$ cat src/include/swu_defs.svh
`ifndef SWU_DEFS_SVH
`define SWU_DEFS_SVH

// default input feature map size
`define SWU_IFM_WIDTH     7
`define SWU_IFM_HEIGHT    7
`define SWU_IFM_CHANNELS  4

// default kernel and stride
`define SWU_KERNEL_HEIGHT 3
`define SWU_KERNEL_WIDTH  3
`define SWU_STRIDE_HT     2
`define SWU_STRIDE_WT     2

`endif

$ cat src/source/swu_pkg.sv
`include "swu_defs.svh"

package swu_pkg;

   // stream word layout
   localparam int SIMD         = 2;
   localparam int IP_PRECISION = 8;

   // default geometry
   localparam int DEF_IFM_WIDTH     = `SWU_IFM_WIDTH;
   localparam int DEF_IFM_HEIGHT    = `SWU_IFM_HEIGHT;
   localparam int DEF_IFM_CHANNELS  = `SWU_IFM_CHANNELS;
   localparam int DEF_KERNEL_HEIGHT = `SWU_KERNEL_HEIGHT;
   localparam int DEF_KERNEL_WIDTH  = `SWU_KERNEL_WIDTH;
   localparam int DEF_STRIDE_HT     = `SWU_STRIDE_HT;
   localparam int DEF_STRIDE_WT     = `SWU_STRIDE_WT;

   localparam int IDX_W   = 16;
   localparam int COORD_W = 8;

   typedef logic [SIMD*IP_PRECISION-1:0] simd_word_t;

   // absolute word index or buffer address
   typedef logic [IDX_W-1:0] idx_t;

   // position of the word being requested, outermost first
   typedef struct packed {
      logic [COORD_W-1:0] out_row;
      logic [COORD_W-1:0] out_col;
      logic [COORD_W-1:0] k_row;
      logic [COORD_W-1:0] k_col;
      logic [COORD_W-1:0] fold;
   } window_pos_t;

endpackage

$ cat src/source/swu_line_buffer.sv
`timescale 1ns/1ps

module swu_line_buffer #(
   parameter int BUFFER_SIZE = 56
) (
   input  logic                aclk,
   input  logic                wr_en_i,
   input  swu_pkg::idx_t       wr_addr_i,
   input  swu_pkg::simd_word_t wr_data_i,
   input  logic                rd_en_i,
   input  swu_pkg::idx_t       rd_addr_i,
   output swu_pkg::simd_word_t rd_data_o
);
   import swu_pkg::*;

   localparam int AW = (BUFFER_SIZE > 1) ? $clog2(BUFFER_SIZE) : 1;

   simd_word_t mem [BUFFER_SIZE];
   simd_word_t rd_data_q;

   always_ff @(posedge aclk) begin
      if (wr_en_i) begin
         mem[wr_addr_i[AW-1:0]] <= wr_data_i;
      end
   end

   // read port holds its word while rd_en_i is low
   always_ff @(posedge aclk) begin
      if (rd_en_i) begin
         rd_data_q <= mem[rd_addr_i[AW-1:0]];
      end
   end

   assign rd_data_o = rd_data_q;

endmodule

$ cat src/source/swu_write_ctrl.sv
`timescale 1ns/1ps

module swu_write_ctrl #(
   parameter int IFM_WIDTH    = 7,
   parameter int IFM_HEIGHT   = 7,
   parameter int EFF_CHANNELS = 2,
   parameter int BUFFER_SIZE  = 56
) (
   input  logic          aclk,
   input  logic          aresetn,
   input  logic          s_valid_i,
   output logic          s_ready_o,
   input  logic          frame_done_i,
   input  swu_pkg::idx_t oldest_idx_i,
   output logic          wr_en_o,
   output swu_pkg::idx_t wr_addr_o,
   output swu_pkg::idx_t wr_count_o
);
   import swu_pkg::*;

   localparam idx_t FRAME_WORDS = idx_t'(IFM_WIDTH * IFM_HEIGHT * EFF_CHANNELS);
   localparam idx_t BUF_WORDS   = idx_t'(BUFFER_SIZE);
   localparam idx_t LAST_ADDR   = idx_t'(BUFFER_SIZE - 1);

   idx_t           wr_count_q;
   idx_t           wr_addr_q;
   logic [IDX_W:0] space_limit;
   logic           has_space;
   logic           frame_open;

   //////////////////////////////////////////////////
   // acceptance
   //////////////////////////////////////////////////

   // writes stay less than one buffer ahead of the oldest needed row
   assign space_limit = {1'b0, oldest_idx_i} + {1'b0, BUF_WORDS};
   assign has_space   = {1'b0, wr_count_q} < space_limit;
   assign frame_open  = wr_count_q < FRAME_WORDS;

   assign s_ready_o = has_space && frame_open;
   assign wr_en_o   = s_valid_i && s_ready_o;

   //////////////////////////////////////////////////
   // counters
   //////////////////////////////////////////////////

   always_ff @(posedge aclk) begin
      if (!aresetn || frame_done_i) begin
         wr_count_q <= '0;
      end else if (wr_en_o) begin
         wr_count_q <= wr_count_q + idx_t'(1);
      end
   end

   // circular write pointer
   always_ff @(posedge aclk) begin
      if (!aresetn || frame_done_i) begin
         wr_addr_q <= '0;
      end else if (wr_en_o) begin
         if (wr_addr_q == LAST_ADDR) begin
            wr_addr_q <= '0;
         end else begin
            wr_addr_q <= wr_addr_q + idx_t'(1);
         end
      end
   end

   assign wr_addr_o  = wr_addr_q;
   assign wr_count_o = wr_count_q;

endmodule

$ cat src/source/swu_window_addr_gen.sv
`timescale 1ns/1ps

module swu_window_addr_gen #(
   parameter int IFM_WIDTH     = 7,
   parameter int IFM_HEIGHT    = 7,
   parameter int EFF_CHANNELS  = 2,
   parameter int KERNEL_HEIGHT = 3,
   parameter int KERNEL_WIDTH  = 3,
   parameter int STRIDE_HT     = 2,
   parameter int STRIDE_WT     = 2,
   parameter int OFM_WIDTH     = 3,
   parameter int OFM_HEIGHT    = 3,
   parameter int BUFFER_SIZE   = 56
) (
   input  logic          aclk,
   input  logic          aresetn,
   input  logic          adv_i,
   input  swu_pkg::idx_t wr_count_i,
   output logic          rd_en_o,
   output swu_pkg::idx_t rd_addr_o,
   output swu_pkg::idx_t oldest_idx_o,
   output logic          frame_done_o
);
   import swu_pkg::*;

   localparam idx_t ROW_WORDS   = idx_t'(IFM_WIDTH * EFF_CHANNELS);
   localparam idx_t FRAME_WORDS = idx_t'(IFM_HEIGHT * IFM_WIDTH * EFF_CHANNELS);
   localparam idx_t COL_STEP    = idx_t'(STRIDE_WT * EFF_CHANNELS);
   localparam idx_t ROW_STEP    = idx_t'(STRIDE_HT * IFM_WIDTH * EFF_CHANNELS);
   localparam idx_t BUF_WORDS   = idx_t'(BUFFER_SIZE);

   window_pos_t pos_q;

   // absolute indices, and the same positions wrapped into the buffer
   idx_t row_abs_q;
   idx_t pix_abs_q;
   idx_t row_addr_q;
   idx_t pix_addr_q;

   idx_t k_off;
   idx_t rd_abs;
   logic last_fold;
   logic last_kcol;
   logic last_krow;
   logic last_ocol;
   logic last_orow;
   logic win_end;
   logic row_end;
   logic frame_end;
   logic word_ready;
   logic issue;

   // operands stay below BUFFER_SIZE, so one subtraction is enough
   function automatic idx_t wrap_add(input idx_t a, input idx_t b);
      logic [IDX_W:0] sum;
      sum = {1'b0, a} + {1'b0, b};
      if (sum >= {1'b0, BUF_WORDS}) begin
         sum = sum - {1'b0, BUF_WORDS};
      end
      return sum[IDX_W-1:0];
   endfunction

   //////////////////////////////////////////////////
   // position decode
   //////////////////////////////////////////////////

   assign last_fold = pos_q.fold    == COORD_W'(EFF_CHANNELS - 1);
   assign last_kcol = pos_q.k_col   == COORD_W'(KERNEL_WIDTH - 1);
   assign last_krow = pos_q.k_row   == COORD_W'(KERNEL_HEIGHT - 1);
   assign last_ocol = pos_q.out_col == COORD_W'(OFM_WIDTH - 1);
   assign last_orow = pos_q.out_row == COORD_W'(OFM_HEIGHT - 1);

   assign win_end   = last_fold && last_kcol && last_krow;
   assign row_end   = win_end && last_ocol;
   assign frame_end = row_end && last_orow;

   // offset of the word inside the window
   assign k_off  = idx_t'(pos_q.k_row) * ROW_WORDS
                 + idx_t'(pos_q.k_col) * idx_t'(EFF_CHANNELS)
                 + idx_t'(pos_q.fold);
   assign rd_abs = pix_abs_q + k_off;

   // last request also waits for the tail of the frame
   assign word_ready = (rd_abs < wr_count_i) && (!frame_end || wr_count_i == FRAME_WORDS);
   assign issue      = adv_i && word_ready;

   assign rd_en_o      = issue;
   assign rd_addr_o    = wrap_add(pix_addr_q, k_off);
   assign oldest_idx_o = row_abs_q;
   assign frame_done_o = issue && frame_end;

   //////////////////////////////////////////////////
   // counters
   //////////////////////////////////////////////////

   always_ff @(posedge aclk) begin
      if (!aresetn || frame_done_o) begin
         pos_q      <= '0;
         row_abs_q  <= '0;
         pix_abs_q  <= '0;
         row_addr_q <= '0;
         pix_addr_q <= '0;
      end else if (issue) begin
         pos_q.fold <= last_fold ? '0 : pos_q.fold + 1'b1;
         if (last_fold) begin
            pos_q.k_col <= last_kcol ? '0 : pos_q.k_col + 1'b1;
            if (last_kcol) begin
               pos_q.k_row <= last_krow ? '0 : pos_q.k_row + 1'b1;
            end
         end
         if (row_end) begin
            // next output row starts STRIDE_HT input rows down
            pos_q.out_col <= '0;
            pos_q.out_row <= pos_q.out_row + 1'b1;
            row_abs_q     <= row_abs_q + ROW_STEP;
            pix_abs_q     <= row_abs_q + ROW_STEP;
            row_addr_q    <= wrap_add(row_addr_q, ROW_STEP);
            pix_addr_q    <= wrap_add(row_addr_q, ROW_STEP);
         end else if (win_end) begin
            pos_q.out_col <= pos_q.out_col + 1'b1;
            pix_abs_q     <= pix_abs_q + COL_STEP;
            pix_addr_q    <= wrap_add(pix_addr_q, COL_STEP);
         end
      end
   end

endmodule

$ cat src/source/swu_output_stage.sv
`timescale 1ns/1ps

module swu_output_stage (
   input  logic                aclk,
   input  logic                aresetn,
   input  logic                rd_en_i,
   input  swu_pkg::simd_word_t rd_data_i,
   input  logic                m_ready_i,
   output logic                m_valid_o,
   output swu_pkg::simd_word_t m_data_o,
   output logic                adv_o
);
   import swu_pkg::*;

   // r_valid marks the word in the memory read register
   logic       r_valid;
   logic       q_valid;
   simd_word_t q_data;

   // output register empty or being taken
   assign adv_o = m_ready_i || !q_valid;

   //////////////////////////////////////////////////
   // valid pipeline
   //////////////////////////////////////////////////

   always_ff @(posedge aclk) begin
      if (!aresetn) begin
         r_valid <= 1'b0;
         q_valid <= 1'b0;
      end else if (adv_o) begin
         r_valid <= rd_en_i;
         q_valid <= r_valid;
      end
   end

   // data follows q_valid; frozen on stall
   always_ff @(posedge aclk) begin
      if (adv_o) begin
         q_data <= rd_data_i;
      end
   end

   assign m_valid_o = q_valid;
   assign m_data_o  = q_data;

endmodule

$ cat src/source/swu_top.sv
`timescale 1ns/1ps

module swu_top #(
   parameter int IFM_WIDTH     = swu_pkg::DEF_IFM_WIDTH,
   parameter int IFM_HEIGHT    = swu_pkg::DEF_IFM_HEIGHT,
   parameter int IFM_CHANNELS  = swu_pkg::DEF_IFM_CHANNELS,
   parameter int KERNEL_HEIGHT = swu_pkg::DEF_KERNEL_HEIGHT,
   parameter int KERNEL_WIDTH  = swu_pkg::DEF_KERNEL_WIDTH,
   parameter int STRIDE_HT     = swu_pkg::DEF_STRIDE_HT,
   parameter int STRIDE_WT     = swu_pkg::DEF_STRIDE_WT
) (
   input  logic                aclk,
   input  logic                aresetn,
   input  swu_pkg::simd_word_t s_axis_tdata_i,
   input  logic                s_axis_tvalid_i,
   output logic                s_axis_tready_o,
   output swu_pkg::simd_word_t m_axis_tdata_o,
   output logic                m_axis_tvalid_o,
   input  logic                m_axis_tready_i
);
   import swu_pkg::*;

   localparam int EFF_CHANNELS = IFM_CHANNELS / SIMD;
   localparam int OFM_WIDTH    = (IFM_WIDTH - KERNEL_WIDTH) / STRIDE_WT + 1;
   localparam int OFM_HEIGHT   = (IFM_HEIGHT - KERNEL_HEIGHT) / STRIDE_HT + 1;
   // stride rows ahead plus one full kernel of rows
   localparam int BUFFER_SIZE  = (STRIDE_HT - 1 + KERNEL_HEIGHT) * IFM_WIDTH * EFF_CHANNELS;

   logic       wr_en;
   idx_t       wr_addr;
   idx_t       wr_count;
   logic       rd_en;
   idx_t       rd_addr;
   simd_word_t rd_data;
   idx_t       oldest_idx;
   logic       frame_done;
   logic       adv;

   //////////////////////////////////////////////////
   // write side
   //////////////////////////////////////////////////

   swu_write_ctrl #(
      .IFM_WIDTH    (IFM_WIDTH),
      .IFM_HEIGHT   (IFM_HEIGHT),
      .EFF_CHANNELS (EFF_CHANNELS),
      .BUFFER_SIZE  (BUFFER_SIZE)
   ) u_write_ctrl (
      .aclk         (aclk),
      .aresetn      (aresetn),
      .s_valid_i    (s_axis_tvalid_i),
      .s_ready_o    (s_axis_tready_o),
      .frame_done_i (frame_done),
      .oldest_idx_i (oldest_idx),
      .wr_en_o      (wr_en),
      .wr_addr_o    (wr_addr),
      .wr_count_o   (wr_count)
   );

   swu_line_buffer #(
      .BUFFER_SIZE (BUFFER_SIZE)
   ) u_line_buffer (
      .aclk      (aclk),
      .wr_en_i   (wr_en),
      .wr_addr_i (wr_addr),
      .wr_data_i (s_axis_tdata_i),
      .rd_en_i   (rd_en),
      .rd_addr_i (rd_addr),
      .rd_data_o (rd_data)
   );

   //////////////////////////////////////////////////
   // read side
   //////////////////////////////////////////////////

   swu_window_addr_gen #(
      .IFM_WIDTH     (IFM_WIDTH),
      .IFM_HEIGHT    (IFM_HEIGHT),
      .EFF_CHANNELS  (EFF_CHANNELS),
      .KERNEL_HEIGHT (KERNEL_HEIGHT),
      .KERNEL_WIDTH  (KERNEL_WIDTH),
      .STRIDE_HT     (STRIDE_HT),
      .STRIDE_WT     (STRIDE_WT),
      .OFM_WIDTH     (OFM_WIDTH),
      .OFM_HEIGHT    (OFM_HEIGHT),
      .BUFFER_SIZE   (BUFFER_SIZE)
   ) u_window_addr_gen (
      .aclk         (aclk),
      .aresetn      (aresetn),
      .adv_i        (adv),
      .wr_count_i   (wr_count),
      .rd_en_o      (rd_en),
      .rd_addr_o    (rd_addr),
      .oldest_idx_o (oldest_idx),
      .frame_done_o (frame_done)
   );

   swu_output_stage u_output_stage (
      .aclk      (aclk),
      .aresetn   (aresetn),
      .rd_en_i   (rd_en),
      .rd_data_i (rd_data),
      .m_ready_i (m_axis_tready_i),
      .m_valid_o (m_axis_tvalid_o),
      .m_data_o  (m_axis_tdata_o),
      .adv_o     (adv)
   );

endmodule

$ cat config.mk
export PLATFORM = sky130hd
export DESIGN_NAME = swu_top
export DESIGN_NICKNAME = d
export VERILOG_FILES = /design/src/source/swu_pkg.sv /design/src/source/swu_line_buffer.sv /design/src/source/swu_write_ctrl.sv /design/src/source/swu_window_addr_gen.sv /design/src/source/swu_output_stage.sv /design/src/source/swu_top.sv
export VERILOG_INCLUDE_DIRS = /design/src /design/src/include
export SDC_FILE = /design/constraint.sdc
export NUM_CORES = 1
export LEC_CHECK = 0
export ABC_AREA = 1
export BUFFER_PORTS_ARGS = -buffer_cell sky130_fd_sc_hd__buf_2
export CORE_UTILIZATION = 54
export DETAILED_ROUTE_END_ITERATION = 12
export PLACE_DENSITY = 0.7
export SKIP_CTS_REPAIR_TIMING = 1
export SLEW_MARGIN = 20
export SYNTH_ARGS = -nofsm -noshare
export SYNTH_HDL_FRONTEND = slang
export SYNTH_SLANG_ARGS = --single-unit
$ cat constraint.sdc
create_clock -name aclk -period 7.25 [get_ports aclk]
set_clock_uncertainty 0.05 [all_clocks]
set_input_delay 0.3625 -clock aclk [delete_from_list [all_inputs] [get_ports aclk]]
set_output_delay 0.3625 -clock aclk [all_outputs]
set_load 0.005 [all_outputs]
==> impl_metrics.csv, run 1 <==
group,metric,value,unit
route,avgRoutedWirePerCell,21.7,um
pwr,pwr-share-clk,36.0,%
floorplan,die_h,298,um
worst_setup_path,cp_max_fo,8,
cells_and_area,final_cell_mix,"edfxtp_1 (928), nor2_1 (641), o21ai_0 (590), nand2_1 (499), nand3_1 (265)",
yosys,synth_seq_cells,1058,
placement,dp.cells,5416,
timing,tightest_slew,1.16,ns
worst_setup_path,start_kind,"flip-flop",
pwr,switching_share,28.8,%
pwr,ir_drop,0.287,mV
yosys,yosysUniqueCellTypes,60,
yosys,async_reset_ff_share,0,%
yosys,netlist_area,47400,um2
worst_setup_path,end_kind,"flip-flop",
worst_setup_path,setup.worst_path.end,"u_window_addr_gen.pix_addr_q[6]",
cells_and_area,layout_commonest_cell,"edfxtp_1",
cells_and_area,area_growth,11.0,%
cts,htreeDepth,3,
placement,gp_congestion,0.913,
route,first_iter_violations,4007,
timing,setup_tns,0,ns
timing,layout_setup_ws,0.360,ns
global_routing,grt-ovfl-total,0,
floorplan,dieArea,88900,um2
yosys,yosysWarnings,0,
route,wl,122000,um
worst_setup_path,crit_start,"u_window_addr_gen.pos_q[16]",
worst_setup_path,crit_type,"reg -> reg",
cells_and_area,diodes,0,
yosys,synthFlopType,"edfxtp_1",
worst_setup_path,reg2reg_setup_slack,0.36,ns
cells_and_area,fin_area,52600,um2
cells_and_area,final_layout_size_suffix_gt1_share,9.05,%
cts,cts_sinks,1058,
global_routing,grt_pass1_vias,31500,
timing,max_freq,145,MHz
timing,timing.hold.ws,0.0806,ns
placement,dp_hpwl,71200,um
route,viasPerCell,5.94,
cells_and_area,fillers,6813,
worst_setup_path,required,7.80,ns
timing,min_period_over_period,95.0,%
cells_and_area,stdcell_count,5628,
placement,io_buffers,37,
cells_and_area,fin_nets,4524,
global_routing,antenna_found_initial,0,
cts,clk_latency,0.69,ns
pwr,power_density,273,nW/um2
pwr,pwr-share-seq,47.2,%
run,cap_violations,0,
yosys,synth_cells,4354,
global_routing,grt_usage,27.1,%
worst_setup_path,slowest_delay,0.54,ns
yosys,syn_avg_cell_area,10.9,um2
floorplan,row_count,108,
cts,cts_root_buf,"clkbuf_16",
yosys,yosysSeqAreaShare,64.3,%
timing,hold_viol_final,0,
cts,clk_path_buf_depth,3,
timing,drv_slew,0,
cts,cts_tree,"built",
worst_setup_path,crit_arrival,7.44,ns
global_routing,grt_pass1_wl,186000,um
global_routing,grt_max_degree,204,
worst_setup_path,r2r_start,"u_window_addr_gen.pos_q[16]",
pwr,intPower,10.2,mW
route,drc_errors,0,
worst_setup_path,r2r_cells,38,
cts,cts_buffers,105,
floorplan,start_util,54.5,%
route,dr.pass1.iters,6,
run_status,outcome,"complete, no violations",
pwr,p_leak,18.5,nW
floorplan,ios,38,
floorplan,die_w,298,um
pwr,pwr-share-comb,16.8,%
worst_setup_path,slowest_stage,"fa_1",
route,postRouteAntennaNets,0,
worst_setup_path,reg2reg_to,"u_window_addr_gen.pix_addr_q[6]",
yosys,synth-edff-count,928,
pwr,report.power.total,14.3,mW
worst_hold_path,hp-class,"in -> reg",
timing,slew_headroom,22.7,%
placement,post-place-ws,-0.0407,ns
pwr,power.net_switching,4.14,mW
placement,dpl_cell_area,49000,um2
timing,setup_viol,0,
timing,min_period,6.89,ns
route,vias,33400,
cells_and_area,finish.utilization,60.5,%
cts,cts.reportedPaths.clkPinSlew,0.07,ns
floorplan,core_area,86900,um2
critical path, delay by kind of cell (launching register included):
kind            cells  cell delay (ns)
xor+xnor            3             0.57
fa+ha+maj           7             2.42
simple gates       11             1.36
flops               1             0.33
compound gates      9             1.30
buf+inv             8             0.76
cell families (layout without fill, tap and decap cells):
kind of cell	Yosys count	in the layout	synth area share, %
fa+ha+maj	120	120	3.33
flops	1058	1058	64.3
simple gates	1555	1555	13.8
mux	1	1	0.0211
buf+inv	469	587	3.90
compound gates	1034	1034	12.5
xor+xnor	116	116	2.22
other cells	1	2	0.00791
per-layer routing:
layer	track usage (%)	share of wire, %	vias to the layer above
met2	42.2	46	1428
met5	0	0	-
met1	39.1	42	16100
met4	8.85	3.1	0
li1	-	-	15700
met3	4.25	8.5	226
power by group through the flow:
stage / Clock, mW / Sequential (mW) / Combinational [mW]
after floorplan: 0 / 6.86 / 1.46
after global placement: 0 / 6.90 / 2.30
after detailed placement: 0 / 6.91 / 2.35
after CTS: 5.21 / 6.78 / 2.36
after global routing: 5.44 / 6.78 / 2.62
final: 5.16 / 6.78 / 2.41
sequential cells by signal (all words and copies together), names as in the netlist:
| register | count |
|---|---|
| u_line_buffer.rd_data_o | 16 |
| u_window_addr_gen.pix_abs_q | 14 |
| u_write_ctrl.wr_addr_o | 16 |
| u_write_ctrl.wr_count_o | 16 |
| u_output_stage.m_data_o | 16 |
| u_output_stage.m_valid_o | 1 |
| u_line_buffer.mem | 896 |
| u_window_addr_gen.oldest_idx_o | 14 |
| u_output_stage.r_valid | 1 |
| u_window_addr_gen.row_addr_q | 14 |
| u_window_addr_gen.pos_q | 40 |
| u_window_addr_gen.pix_addr_q | 14 |
final cells by class:
type                            count  area (um2)  share of cell area, %
Clock buffer                      133        2780                   5.28
Clock inverter                     63         459                  0.873
Inverter                          238         922                   1.75
Multi-Input combinational cell   2828       15300                   29.0
Sequential cell                  1058       30500                   58.0
Tap cell                         1155        1450                   2.75
Timing Repair Buffer              153        1230                   2.34
cell usage after synthesis (12+ instances only):
cell type | count | area (um2)
a21oi_1 | 146 | 731
a32o_1 | 16 | 160
buf_2 | 31 | 155
clkbuf_1 | 183 | 687
dfxtp_1 | 130 | 2600
edfxtp_1 | 928 | 27900
ha_1 | 110 | 1380
inv_1 | 217 | 815
inv_2 | 17 | 63.8
nand2_1 | 503 | 1890
nand3_1 | 266 | 1330
nand4_1 | 39 | 244
nor2_1 | 645 | 2420
nor3_1 | 46 | 230
o211ai_1 | 12 | 90.1
o21ai_0 | 594 | 2970
o21ai_1 | 14 | 70.1
o221ai_1 | 97 | 850
o22ai_1 | 120 | 751
xnor2_1 | 19 | 166
xor2_1 | 94 | 823
how the worst min path moves through the flow:
stage,startpoint,end,slack (ns),depth (start not counted)
after floorplan,u_line_buffer.rd_data_o[0],u_output_stage.m_data_o[0],0.35,0
after CTS,aresetn,u_output_stage.r_valid,-0.11,3
after global routing,m_axis_tready_i,u_output_stage.r_valid,0.09,4
after detailed placement,u_line_buffer.rd_data_o[2],u_output_stage.m_data_o[2],0.36,0
after global placement,u_line_buffer.rd_data_o[2],u_output_stage.m_data_o[2],0.36,0
final,m_axis_tready_i,u_output_stage.r_valid,0.08,4
Power figures use the tool's default switching activity.
==> inputs of run 2 (changes only) <==
SYNTH_HIERARCHICAL = 1   (was default)
==> run 2 against run 1 <==
Net effect:
- synthesized cell count grew 19%
- register-to-register slack gained 0.05 ns
- cell area grew 5.7%
- largest cell class unchanged
- via count grew 11%
- sequential share of layout area shrank 3.1 points
- utilization is essentially flat
- worst setup slack gained 0.054 ns
- sequential power is essentially flat
- worst hold slack gained 0.11 ns
- first-iteration DRC count grew 13%
- flip-flop and latch count is the same
==> impl_metrics.csv, run 2 <==
group,metric,value,unit
placement,gp_congestion,0.952,
cts,cts_buffers,109,
worst_setup_path,cp_common_cell,"nand2_1",
pwr,report.power.total,14.6,mW
floorplan,ios,38,
timing,min_period,6.84,ns
worst_setup_path,reg2reg_setup_slack,0.41,ns
floorplan,start_util,54.7,%
route,drc_errors,0,
route,avgRoutedWirePerCell,20.0,um
floorplan,core_area,91800,um2
timing,hold_viol_final,0,
cells_and_area,diodes,0,
cells_and_area,layout_commonest_cell,"nand2_1",
worst_setup_path,crit_arrival,7.24,ns
global_routing,met2_usage,41.9,%
global_routing,grt_pass1_wl,201000,um
yosys,netlist_area,50200,um2
global_routing,met3_usage,4.74,%
cts,cts.reportedPaths.clkPinSlew,0.06,ns
worst_setup_path,reg2reg_to,"u_line_buffer/rd_data_o[11]",
global_routing,antenna_found_initial,5,
placement,io_buffers,37,
placement,dp_hpwl,79300,um
cts,cts_sinks,1058,
cts,clk_path_buf_depth,3,
global_routing,grt-ovfl-total,0,
floorplan,row_count,111,
route,first_iter_violations,4544,
route,postRouteAntennaNets,0,
timing,min_period_over_period,94.3,%
route,wl,131000,um
worst_hold_path,hp-class,"in -> reg",
global_routing,grtUsageMet1,41.3,%
worst_hold_path,whs_path_depth,1,
cells_and_area,area_growth,10.7,%
route,viasPerCell,5.66,
cts,htreeDepth,3,
global_routing,grt_usage,27.8,%
timing,tightest_slew,1.22,ns
worst_setup_path,crit_type,"reg -> reg",
pwr,p_leak,22.0,nW
cells_and_area,fin_nets,5368,
worst_setup_path,slowest_delay,0.53,ns
cells_and_area,largest_reg_flops,896,
route,vias,37100,
worst_setup_path,required,7.65,ns
timing,setup_viol,0,
global_routing,gr-max-usage-layer,"met2",
run_status,outcome,"complete, no violations",
timing,setup_tns,0,ns
worst_setup_path,end_kind,"flip-flop",
cts,cts_root_buf,"clkbuf_16",
timing,drv_slew,0,
worst_setup_path,slowest_stage,"fa_1",
cts,cts_tree,"built",
pwr,ir_drop,0.235,mV
worst_hold_path,holdPathEnd,"u_line_buffer/mem[1][5]",
timing,max_freq,146,MHz
cells_and_area,final_layout_size_suffix_gt1_share,8.40,%
global_routing,grt_pass1_vias,33900,
timing,slew_headroom,18.7,%
global_routing,grt_max_degree,229,
run,cap_violations,0,
worst_setup_path,r2r_cells,37,
cells_and_area,final_cell_mix,"nand2_1 (1525), edfxtp_1 (928), nand3_1 (804), inv_1 (426), nor2_1 (329)",
pwr,power_density,263,nW/um2
cells_and_area,fillers,7506,
yosys,yosysWarnings,6,
worst_setup_path,cp_max_fo,12,
cts,clk_latency,0.68,ns
worst_setup_path,r2r_start,"u_window_addr_gen/pos_q[16]",
yosys,synth_cells,5181,
yosys,syn_avg_cell_area,9.69,um2
route,dr.pass1.iters,6,
floorplan,dieArea,94200,um2
worst_setup_path,start_kind,"flip-flop",
worst_hold_path,hold_start,"s_axis_tdata_i[5]",
floorplan,die_h,307,um
floorplan,die_w,307,um
run 2: critical path, delay by kind of cell, from the launching register on:
kind                       cells  cell delay [ns]
adders and majority gates      6             2.22
xor gates and xnor gates       2             0.31
buffers and inverters          8             0.91
AOI/OAI and AO/OA              4             0.69
DFF                            1             0.33
and+or+nand+nor               17             2.07
run 2: metrics by stage:
stage	setup WS, ns	std cells	util (%)	hold slack (ns)	instance area (um2)
floorplan	0.488	5185	-	0.350	50200
global placement	0.127	6347	56.3	0.402	51700
detailed placement	0.0413	6347	56.3	0.409	51700
CTS	0.0228	6552	60.3	-0.0497	55300
global route	-0.0427	6563	60.5	0.191	55600
finish	0.414	6563	60.5	0.191	55600
run 2: layout make-up:
class,count,area [um2],area share (%)
repair buffers,162,1210,2.18
clock inverters,71,795,1.43
clock buffers,134,2860,5.15
well taps,1243,1560,2.80
flip-flops and latches,1058,30500,54.8
multi-input cells,3451,17000,30.5
inverters,444,1700,3.06
run 2: worst max path at each step:
stage	startpoint	slack [ns]	end
final	u_window_addr_gen/pos_q[16]	0.41	u_line_buffer/rd_data_o[11]
after global routing	u_window_addr_gen/pos_q[16]	-0.04	u_window_addr_gen/pos_q[31]
after CTS	u_window_addr_gen/pos_q[17]	0.02	u_line_buffer/rd_data_o[1]
after detailed placement	u_window_addr_gen/pos_q[17]	0.04	u_line_buffer/rd_data_o[1]
after global placement	u_window_addr_gen/pos_q[16]	0.13	u_line_buffer/rd_data_o[1]
after floorplan	u_window_addr_gen/pos_q[16]	0.49	u_write_ctrl/wr_count_o[5]
run 2: power by group:
part	internal [mW]	switching, mW
sequential	6.72	0.0680
combinational	0.538	1.59
clock	3.32	2.38
run 2: routing by layer:
| layer | vias up | wire (um) |
|---|---|---|
| met5 | - | 8 |
| met4 | 2 | 3200 |
| met3 | 185 | 13100 |
| met2 | 1614 | 58300 |
| met1 | 17800 | 56700 |
| li1 | 17600 | - |
